==> config.mk <==
export PLATFORM = sky130hd
export DESIGN_NAME = usb_dfu_ctrl_ep
export DESIGN_NICKNAME = d
export VERILOG_FILES = /design/src/verilog/usb_dfu_pkg.sv /design/src/verilog/usb_dfu_ctrl_ep.sv /design/src/verilog/in_data_source.sv /design/src/verilog/request_decoder.sv /design/src/verilog/ctrl_xfr_fsm.sv /design/src/verilog/setup_capture.sv
export SDC_FILE = /design/constraint.sdc
export NUM_CORES = 1
export LEC_CHECK = 0
export ABC_AREA = 1
export BUFFER_PORTS_ARGS = -buffer_cell sky130_fd_sc_hd__clkbuf_2
export CORE_AREA = 10 10 94 157
export CTS_CLUSTER_DIAMETER = 50
export DETAILED_ROUTE_END_ITERATION = 7
export DIE_AREA = 0 0 104 167
export PLACE_DENSITY = 0.84
export SLEW_MARGIN = 0
export SYNTH_ARGS = -nofsm -noshare
export SYNTH_HDL_FRONTEND = slang
export SYNTH_SLANG_ARGS = --single-unit
export TNS_END_PERCENT = 10
==> constraint.sdc <==
create_clock -name clk -period 5.3 [get_ports clk]
set_clock_uncertainty 0.2 [all_clocks]
set_input_delay 1.59 -clock clk [delete_from_list [all_inputs] [get_ports clk]]
set_output_delay 1.59 -clock clk [all_outputs]
set_load 0.005 [all_outputs]
==> src/verilog/usb_dfu_pkg.sv <==
`default_nettype none

package usb_dfu_pkg;

  //////////////////////////////
  // control transfer stages
  typedef enum logic [2:0] {
    xfr_idle, xfr_setup, xfr_data_in, xfr_data_out, xfr_status_in, xfr_status_out
  } xfr_state_e;

  // setup packet fields, little-endian words
  typedef struct packed {
    logic [15:0] w_length;
    logic [15:0] w_index;
    logic [15:0] w_value;
    logic [7:0]  b_request;
    logic [7:0]  bm_request_type;
  } setup_fields_t;

  typedef union packed {
    logic [7:0][7:0] bytes;  // byte 0 is bm_request_type
    setup_fields_t   fields;
  } setup_pkt_u;

  typedef enum logic [1:0] {src_ep_rom, src_dfu_status, src_firmware} data_src_e;

  typedef struct packed {
    data_src_e   src;
    logic [11:0] addr;
    logic [7:0]  length;
    logic        stall;
  } xfr_resp_t;

  //////////////////////////////
  // endpoint handshakes
  typedef struct packed {
    logic       grant;
    logic       data_avail;
    logic       setup;
    logic [7:0] data;
    logic       acked;
  } out_ep_in_t;

  typedef struct packed {
    logic grant;
    logic data_free;
    logic acked;
  } in_ep_in_t;

  typedef struct packed {
    logic       req;
    logic       data_put;
    logic [7:0] data;
    logic       data_done;
    logic       stall;
  } in_ep_out_t;

  //////////////////////////////
  // request and descriptor codes
  localparam logic [1:0] req_type_std   = 2'd0;
  localparam logic [1:0] req_type_class = 2'd1;

  localparam logic [7:0] req_get_descriptor    = 8'd6;
  localparam logic [7:0] req_set_address       = 8'd5;
  localparam logic [7:0] req_set_configuration = 8'd9;
  localparam logic [7:0] dfu_upload            = 8'd2;
  localparam logic [7:0] dfu_getstatus         = 8'd3;
  localparam logic [7:0] dfu_getstate          = 8'd5;
  localparam logic [7:0] dfu_abort             = 8'd6;

  localparam logic [7:0] desc_device    = 8'd1;
  localparam logic [7:0] desc_config    = 8'd2;
  localparam logic [7:0] desc_string    = 8'd3;
  localparam logic [7:0] desc_qualifier = 8'd6;

  localparam logic [11:0] ep_rom_dev_off  = 12'h000;
  localparam logic [11:0] ep_rom_cfg_off  = 12'h012;
  localparam logic [11:0] ep_rom_lang_off = 12'h02d;

  localparam logic [7:0] dfu_idle        = 8'h02;
  localparam logic [7:0] dfu_upload_idle = 8'h09;
  localparam logic [7:0] dfu_status_ok   = 8'h00;

endpackage

`default_nettype wire
==> src/verilog/usb_dfu_ctrl_ep.sv <==
`default_nettype none

module usb_dfu_ctrl_ep #(
  parameter int max_in_packet_size  = 32,
  parameter int max_out_packet_size = 32,
  parameter int fw_page_size        = 4096
) (
  input  logic                    clk,
  input  logic                    reset,
  input  usb_dfu_pkg::out_ep_in_t out_ep,
  output logic                    out_ep_req,
  input  usb_dfu_pkg::in_ep_in_t  in_ep,
  output usb_dfu_pkg::in_ep_out_t in_ep_o,
  output logic [6:0]              dev_addr
);
  import usb_dfu_pkg::*;

  setup_pkt_u setup_pkt;
  logic       pkt_start;
  logic       pkt_end;
  xfr_state_e state;
  logic       setup_stage_end;
  logic       status_stage_end;
  logic       send_zlp;
  xfr_resp_t  resp;
  logic [7:0] dfu_state;
  logic       all_sent;

  assign out_ep_req = out_ep.data_avail;  // take every out byte offered

  //////////////////////////////
  // input side
  setup_capture u_setup_capture (
    .clk              (clk),
    .reset            (reset),
    .out_ep           (out_ep),
    .status_stage_end (status_stage_end),
    .setup_pkt        (setup_pkt),
    .pkt_start        (pkt_start),
    .pkt_end          (pkt_end)
  );

  //////////////////////////////
  // stage control and decode
  ctrl_xfr_fsm u_ctrl_xfr_fsm (
    .clk              (clk),
    .reset            (reset),
    .setup_pkt        (setup_pkt),
    .pkt_start        (pkt_start),
    .pkt_end          (pkt_end),
    .out_setup        (out_ep.setup),
    .out_acked        (out_ep.acked),
    .in_acked         (in_ep.acked),
    .in_stall         (in_ep_o.stall),
    .all_sent         (all_sent),
    .state            (state),
    .setup_stage_end  (setup_stage_end),
    .data_stage_end   (),
    .status_stage_end (status_stage_end),
    .send_zlp         (send_zlp)
  );

  request_decoder #(
    .max_in_packet_size (max_in_packet_size),
    .fw_page_size       (fw_page_size)
  ) u_request_decoder (
    .clk              (clk),
    .reset            (reset),
    .setup_pkt        (setup_pkt),
    .setup_stage_end  (setup_stage_end),
    .status_stage_end (status_stage_end),
    .resp             (resp),
    .dfu_state        (dfu_state),
    .dev_addr         (dev_addr)
  );

  //////////////////////////////
  // output side
  in_data_source #(
    .max_in_packet_size  (max_in_packet_size),
    .max_out_packet_size (max_out_packet_size)
  ) u_in_data_source (
    .clk              (clk),
    .reset            (reset),
    .resp             (resp),
    .w_length_lo      (setup_pkt.fields.w_length[7:0]),
    .state            (state),
    .setup_stage_end  (setup_stage_end),
    .status_stage_end (status_stage_end),
    .send_zlp         (send_zlp),
    .dfu_state        (dfu_state),
    .in_ep            (in_ep),
    .in_ep_o          (in_ep_o),
    .all_sent         (all_sent)
  );

endmodule

`default_nettype wire

==> src/verilog/in_data_source.sv <==
`default_nettype none

module in_data_source #(
  parameter int max_in_packet_size  = 32,
  parameter int max_out_packet_size = 32
) (
  input  logic                    clk,
  input  logic                    reset,
  input  usb_dfu_pkg::xfr_resp_t  resp,
  input  logic [7:0]              w_length_lo,
  input  usb_dfu_pkg::xfr_state_e state,
  input  logic                    setup_stage_end,
  input  logic                    status_stage_end,
  input  logic                    send_zlp,
  input  logic [7:0]              dfu_state,
  input  usb_dfu_pkg::in_ep_in_t  in_ep,
  output usb_dfu_pkg::in_ep_out_t in_ep_o,
  output logic                    all_sent
);
  import usb_dfu_pkg::*;

  localparam logic [7:0] out_mps = 8'(max_out_packet_size);
  localparam logic [7:0] in_mps  = 8'(max_in_packet_size);
  localparam int         rom_size = 49;

  localparam logic [7:0] ep_rom [rom_size] = '{
    // device
    8'd18, 8'd1, 8'h00, 8'h01, 8'h00, 8'h00, 8'h00, out_mps, 8'h50,
    8'h1d, 8'h30, 8'h61, 8'h00, 8'h00, 8'd0, 8'd0, 8'd0, 8'd1,
    // configuration
    8'd9, 8'd2, 8'd27, 8'd0, 8'd1, 8'd1, 8'd0, 8'hc0, 8'd50,
    // interface, dfu mode
    8'd9, 8'd4, 8'd0, 8'd0, 8'd0, 8'hfe, 8'd1, 8'd2, 8'd0,
    // dfu functional, detach timeout 255
    8'd9, 8'h21, 8'h0b, 8'hff, 8'd0, out_mps, 8'd0, 8'h1a, 8'h01,
    // string 0, us english
    8'd4, 8'd3, 8'h09, 8'h04
  };

  logic [11:0] addr;
  logic [7:0]  remaining;  // bytes left in the response
  logic [7:0]  limit;      // bytes left the host asked for
  logic        load_q;
  logic        all_sent_q;
  logic        stall_q;
  logic        req;
  logic        consume;
  logic [7:0]  rom_byte;
  logic [7:0]  stat_byte;
  logic [7:0]  in_byte;

  assign all_sent = (remaining == 8'd0) || (limit == 8'd0);
  assign req      = (state == xfr_data_in) && !all_sent;
  assign consume  = req && in_ep.data_free && in_ep.grant;

  always_ff @(posedge clk) begin
    if (reset) begin
      addr       <= '0;
      remaining  <= '0;
      limit      <= '0;
      load_q     <= 1'b0;
      all_sent_q <= 1'b1;
      stall_q    <= 1'b0;
    end else begin
      load_q     <= setup_stage_end;  // plan is valid one cycle later
      all_sent_q <= all_sent;
      stall_q    <= load_q && resp.stall;
      if (load_q) begin
        addr      <= resp.addr;
        remaining <= (resp.length > in_mps) ? in_mps : resp.length;  // one packet
        limit     <= w_length_lo;
      end else if (consume) begin
        addr      <= addr + 12'd1;
        remaining <= remaining - 8'd1;
        limit     <= limit - 8'd1;
      end
      if (status_stage_end) begin
        addr      <= '0;
        remaining <= '0;
        limit     <= '0;
      end
    end
  end

  ////////////////////////////////
  // byte select
  always_comb begin
    rom_byte = (addr < 12'(rom_size)) ? ep_rom[addr[5:0]] : 8'h00;
    case (addr[2:0])
      3'd0:    stat_byte = dfu_status_ok;
      3'd4:    stat_byte = dfu_state;  // bState, live
      default: stat_byte = 8'h00;      // poll timeout and istring
    endcase
    case (resp.src)
      src_dfu_status: in_byte = stat_byte;
      src_firmware:   in_byte = addr[7:0];  // test pattern
      default:        in_byte = rom_byte;
    endcase
  end

  always_comb begin
    in_ep_o.req       = req;
    in_ep_o.data_put  = req && in_ep.data_free;
    in_ep_o.data      = in_byte;
    in_ep_o.data_done = (all_sent && !all_sent_q && state == xfr_data_in) || send_zlp;
    in_ep_o.stall     = stall_q;
  end

endmodule

`default_nettype wire

==> src/verilog/request_decoder.sv <==
`default_nettype none

module request_decoder #(
  parameter int max_in_packet_size = 32,
  parameter int fw_page_size       = 4096
) (
  input  logic                    clk,
  input  logic                    reset,
  input  usb_dfu_pkg::setup_pkt_u setup_pkt,
  input  logic                    setup_stage_end,
  input  logic                    status_stage_end,
  output usb_dfu_pkg::xfr_resp_t  resp,
  output logic [7:0]              dfu_state,
  output logic [6:0]              dev_addr
);
  import usb_dfu_pkg::*;

  logic [1:0]  req_type;
  logic [7:0]  b_request;
  logic [15:0] w_value;
  logic [15:0] block_start;  // block number of the first upload
  logic [15:0] block_off;
  logic [31:0] upload_off;
  logic        save_addr;
  logic [6:0]  new_addr;

  assign req_type   = setup_pkt.fields.bm_request_type[6:5];
  assign b_request  = setup_pkt.fields.b_request;
  assign w_value    = setup_pkt.fields.w_value;
  assign block_off  = w_value - block_start;
  assign upload_off = (32'(block_off) * max_in_packet_size) % fw_page_size;  // wraps in page

  always_ff @(posedge clk) begin
    if (reset) begin
      resp        <= '0;
      dfu_state   <= dfu_idle;
      block_start <= '0;
      save_addr   <= 1'b0;
      dev_addr    <= '0;
    end else begin
      if (setup_stage_end) begin
        resp <= '{src: src_ep_rom, addr: '0, length: '0, stall: 1'b0};
        if (req_type == req_type_std) begin
          case (b_request)
            req_get_descriptor: begin
              case (w_value[15:8])
                desc_device: begin
                  resp.addr   <= ep_rom_dev_off;
                  resp.length <= 8'd18;
                end
                desc_config: begin
                  resp.addr   <= ep_rom_cfg_off;
                  resp.length <= 8'd27;  // wTotalLength
                end
                desc_string: begin
                  if (w_value[7:0] == 8'd0) begin
                    resp.addr   <= ep_rom_lang_off;
                    resp.length <= 8'd4;
                  end
                end
                desc_qualifier: resp.stall <= 1'b1;  // full-speed only device
                default: ;
              endcase
            end
            req_set_address: begin
              save_addr <= 1'b1;  // old address still owns the status stage
              new_addr  <= w_value[6:0];
            end
            req_set_configuration: ;  // single config, nothing to hold
            default: ;
          endcase
        end else if (req_type == req_type_class) begin
          case (b_request)
            dfu_upload: begin
              resp.src    <= src_firmware;
              resp.length <= 8'(max_in_packet_size);
              if (dfu_state == dfu_upload_idle) begin
                resp.addr <= upload_off[11:0];
              end else begin
                block_start <= w_value;  // first block reads from 0
                dfu_state   <= dfu_upload_idle;
              end
            end
            dfu_getstatus: begin
              resp.src    <= src_dfu_status;
              resp.length <= 8'd6;
            end
            dfu_getstate: begin
              resp.src    <= src_dfu_status;
              resp.addr   <= 12'h004;  // bState
              resp.length <= 8'd1;
            end
            dfu_abort: dfu_state <= dfu_idle;
            default: ;
          endcase
        end
      end

      if (status_stage_end && save_addr) begin
        dev_addr  <= new_addr;
        save_addr <= 1'b0;
      end
    end
  end

endmodule

`default_nettype wire

==> src/verilog/ctrl_xfr_fsm.sv <==
`default_nettype none

module ctrl_xfr_fsm (
  input  logic                    clk,
  input  logic                    reset,
  input  usb_dfu_pkg::setup_pkt_u setup_pkt,
  input  logic                    pkt_start,
  input  logic                    pkt_end,
  input  logic                    out_setup,
  input  logic                    out_acked,
  input  logic                    in_acked,
  input  logic                    in_stall,
  input  logic                    all_sent,
  output usb_dfu_pkg::xfr_state_e state,
  output logic                    setup_stage_end,
  output logic                    data_stage_end,
  output logic                    status_stage_end,
  output logic                    send_zlp
);
  import usb_dfu_pkg::*;

  xfr_state_e next_state;
  logic       has_data;
  logic       dir_in;

  assign has_data = |setup_pkt.fields.w_length;
  assign dir_in   = setup_pkt.fields.bm_request_type[7];  // device to host

  always_comb begin
    next_state       = state;
    setup_stage_end  = 1'b0;
    data_stage_end   = 1'b0;
    status_stage_end = 1'b0;
    send_zlp         = 1'b0;
    case (state)
      xfr_idle: begin
        if (pkt_start && out_setup) begin
          next_state = xfr_setup;
        end
      end
      xfr_setup: begin
        if (pkt_end) begin
          setup_stage_end = 1'b1;
          if (has_data && dir_in) begin
            next_state = xfr_data_in;
          end else if (has_data) begin
            next_state = xfr_data_out;
          end else begin
            next_state = xfr_status_in;
            send_zlp   = 1'b1;  // no-data request, status is a zlp
          end
        end
      end
      xfr_data_in: begin
        if (in_acked && all_sent) begin
          next_state     = xfr_status_out;
          data_stage_end = 1'b1;
        end
      end
      xfr_data_out: begin
        if (out_acked) begin
          next_state     = xfr_status_in;
          data_stage_end = 1'b1;
          send_zlp       = 1'b1;
        end
      end
      xfr_status_in: begin
        if (in_acked) begin
          next_state       = xfr_idle;
          status_stage_end = 1'b1;
        end
      end
      xfr_status_out: begin
        if (out_acked) begin
          next_state       = xfr_idle;
          status_stage_end = 1'b1;
        end
      end
      default: next_state = xfr_idle;
    endcase

    // a stall aborts whatever stage follows setup
    if (in_stall && state != xfr_idle && state != xfr_setup) begin
      next_state       = xfr_idle;
      data_stage_end   = (state == xfr_data_in) || (state == xfr_data_out);
      status_stage_end = 1'b1;
    end
  end

  always_ff @(posedge clk) begin
    if (reset) begin
      state <= xfr_idle;
    end else begin
      state <= next_state;
    end
  end

endmodule

`default_nettype wire

==> src/verilog/setup_capture.sv <==
`default_nettype none

module setup_capture (
  input  logic                    clk,
  input  logic                    reset,
  input  usb_dfu_pkg::out_ep_in_t out_ep,
  input  logic                    status_stage_end,
  output usb_dfu_pkg::setup_pkt_u setup_pkt,
  output logic                    pkt_start,
  output logic                    pkt_end
);

  logic       setup_valid;  // setup byte on out_ep.data this cycle
  logic       avail_q;
  logic [2:0] byte_idx;

  always_ff @(posedge clk) begin
    if (reset) begin
      setup_valid <= 1'b0;
      avail_q     <= 1'b0;
      pkt_start   <= 1'b0;
      pkt_end     <= 1'b0;
      byte_idx    <= '0;
    end else begin
      setup_valid <= out_ep.data_avail && out_ep.grant && out_ep.setup;
      avail_q     <= out_ep.data_avail;
      pkt_start   <= out_ep.data_avail && !avail_q;  // rising edge
      pkt_end     <= !out_ep.data_avail && avail_q;  // falling edge
      if (status_stage_end) begin
        byte_idx <= '0;
      end else if (setup_valid) begin
        byte_idx <= byte_idx + 3'd1;
      end
    end
  end

  // byte view of the packet
  always_ff @(posedge clk) begin
    if (setup_valid) begin
      setup_pkt.bytes[byte_idx] <= out_ep.data;
    end
  end

endmodule

`default_nettype wire

==> impl_results.md <==
- Outcome: finished clean
- PD cells: 320.5 mW/mm²
- CP delay by family, top: flip-flops
- Finish-stage setup viols: 0
- Slowest CP cell: dfxtp_1
- Clock power share: 47.6%
- Post-Syn Instances: 831
- CP Capture Type: output pin
- Via Count: 5,575
- CP startpoint: u_in_data_source.addr[2]$_SDFFE_PP0P_
- Critical path, cell by cell: clkinv_1 > ha_1 > inv_1 > a21oi_1 > a22oi_1 > o21ai_0 > nand3_1 > nand2_1 > clkbuf_2
- Post-Route WL: 14,990 µm
- Pwr Total: 2.359 mW
- Share of cells above drive strength 1: 13.70%
- ANT cells: 0
- GP Congestion: 0.9144
- Die H: 167 µm
- Metal1 wirelength: 5658 µm
- Vias in the first global route: 5,393
- Post-CTS sizing: 0
- Combinational power share: 8.6%
- Worst Hold Path Cells: 1
- CTS tree: done
- Fillers: 1,060
- Net Count, Synth: 870
- Commonest non-fill, non-tap cell in the layout: nand2_1
- CTS buffer count: 17
- #FFs+latches synth: 125
- Dpl ws: 1450 ps
- Die area: 0.01737 mm²
- Clock Sinks: 125
- Hold buffers post-CTS: 0
- Final Hold Vio Count: 0
- Yosys cell types: 51
- Post-synth EDFFs: 50
- Min-delay src: u_setup_capture.avail_q$_SDFF_PP0_
- Num rows: 53
- Initial Util: 53.96%
- Final Slew Violations: 0
- Hold/Removal Path Class: flip-flop to flip-flop
- Reg power frac: 43.8%
- Detail Placement HPWL: 10,780 µm
- Largest net degree at the start of global routing: 40
- Worst-Skew Late Latency: 420 ps
- Max FO, Critical Path: 19
- Leak pwr: 2.966 nW
- Max capacitance violation total: 0
- Switching Fraction: 24.52%
- DR top layer: met4
- RSZ-0062 raised after global routing: false
- H-tree lvl count: 4
- Core footprint: 0.01207 mm²
- First-pass GRT wire length: 24,290 µm
- Required time of the critical path: 3510 ps
- Port Buffer Count: 36
- Levels on crit path: 9
- Clock buffer depth: 2
- Wire per inst: 14.40 µm
- Switching pwr: 578.5 µW
- Netlist area before placement: 0.006512 mm²
- Synth warnings: 0
- Synth Flop Type: dfxtp_1
- Power Internal: 1.781 mW
- Metal3 WL: 531 µm
- Met2 wire len: 8316 µm
- Die width: 104 µm
- Top-level I/O count: 37
- Critical path arrival: 2460 ps
- R2R setup slack: 2600 ps
- Fin crit share: 80.18%
- Final Core Density: 60.99%
- Final min period: 4250 ps
- Final Worst Setup Slack: 1050 ps
- Worst reg2reg startpoint: u_in_data_source.remaining[0]$_SDFFE_PP0P_
- Fmax: 235.3 MHz
- Worst Setup Path Type: flip-flop to output pin
- Vias per inst: 5.355
- GRT overflow: 0
- GRT Total Usage: 16.82%
- Crit path buffers/inverters: 3
- Total negative setup slack: 0 ps
- DRC: 0
- Area of the multi-input gates: 0.003049 mm²
- Worst Tran Pin Value: 701.4 ps
- Clock transition at path regs: 60 ps
- Antenna violations before repair: 0
- Register area share after synthesis: 46.11%
- Root buf cell: clkbuf_16
- FF/Latch Area: 0.003003 mm²
- Post-CTS setup repair buffer count: 0
- Max IR drop VDD: 296.6 µV
- Nets@finish: 902
- Pre-antenna DRT Iters: 7
- Initial DRC count: 384
- Slowest cell delay on critical path: 700 ps
- Mean Syn Cell Area: 7.837 µm²
- Antenna Nets Post-Route: 0
- Most frequent cells in the layout: nand2_1 (183), nor2_1 (122), dfxtp_1 (75), inv_1 (70), nand3_1 (70)
- Async set-or-reset flop fraction in the synthesized netlist: 0%
- Critical Path Start Type: flip-flop
- Relative slew slack: 53.07%
- Reg2reg path depth: 10
- Area Growth Syn to Fin: 13.03%
==> routing by layer <==
metal | global-route usage [%] | vias up
met2 | 32.48 | 142
li1 | - | 2830
met4 | 8.997 | 0
met3 | 2.975 | 48
met1 | 16.32 | 2555
met5 | 0 | -
==> path summary, 6_finish.rpt <==
kind                                           endpoint
hold / removal     u_setup_capture.pkt_start$_SDFF_PP0_
setup reg to reg  u_in_data_source.addr[4]$_SDFFE_PP0P_
setup / recovery                             in_ep_o[2]
hold reg to reg    u_setup_capture.pkt_start$_SDFF_PP0_
==> synth_stat cells (10+ instances only) <==
| master | number | area share [%] |
|---|---|---|
| nand3_1 | 70 | 5.4 |
| a21oi_2 | 10 | 1.3 |
| edfxtp_1 | 50 | 23 |
| nand2_2 | 13 | 1.2 |
| ha_1 | 21 | 4.0 |
| a21oi_1 | 48 | 3.7 |
| buf_2 | 13 | 1.0 |
| nor3_1 | 12 | 0.92 |
| inv_1 | 70 | 4.0 |
| nor2_1 | 122 | 7.0 |
| nand4_1 | 15 | 1.4 |
| nand2_1 | 183 | 11 |
| dfxtp_1 | 75 | 23 |
| o21ai_0 | 40 | 3.1 |
==> stage by stage <==
| step | instance area [µm²] | hold WS, ps | instances |
|---|---|---|---|
| final | 7361 | 223.3 | 1041 |
| after global routing | 7361 | 242.7 | 1041 |
| after CTS | 7361 | 230.1 | 1041 |
| after detailed placement | 6777 | 220.2 | 1009 |
| after global placement | 6777 | 197.7 | 1009 |
| after floorplan | 6513 | 191.0 | 831 |
==> power by group through the flow <==
stage / sequential, mW / combinational [mW] / clock [mW]
6_report: 1.03 / 0.202 / 1.12
5_1_grt: 1.03 / 0.225 / 1.17
4_1_cts: 1.03 / 0.201 / 1.13
3_5_place_dp: 1.05 / 0.199 / 0
3_3_place_gp: 1.05 / 0.197 / 0
2_1_floorplan: 1.05 / 0.151 / 0
==> layout make-up <==
cell class	instances	area share (%)
Inverter	80	4.080
Clock buffer	18	5.966
Multi-Input combinational cell	598	41.42
Timing Repair Buffer	41	2.958
Tap cell	165	2.805
Sequential cell	125	40.80
Clock inverter	14	1.972
==> flip-flops by register name (all words and copies together), names as in the netlist, 7 cells and up <==
name                           count
u_setup_capture.setup_pkt         43
u_request_decoder.resp            17
u_in_data_source.addr             12
u_in_data_source.limit             8
u_in_data_source.remaining         8
u_request_decoder.block_start      7
u_request_decoder.dev_addr         7
u_request_decoder.new_addr         7
==> cells by family after synthesis <==
family,after synthesis,synth area share [%]
xor gates and xnor gates,11,1.479
and+or+nand+nor,438,29.80
DFF,125,46.11
AOI/OAI and AO/OA,127,11.20
buffers and inverters,108,7.070
adders and majority gates,22,4.342
==> worst register-to-register path, cell delays in order, from the launching register on <==
cell	delay, ps
dfxtp_1	350
inv_1	90
ha_1	230
nand2_1	90
nor2_1	80
nor2_4	150
nand4_4	370
nand2_2	690
inv_1	190
nor2_1	130
nor2_1	50
Power figures use the tool's default switching activity.
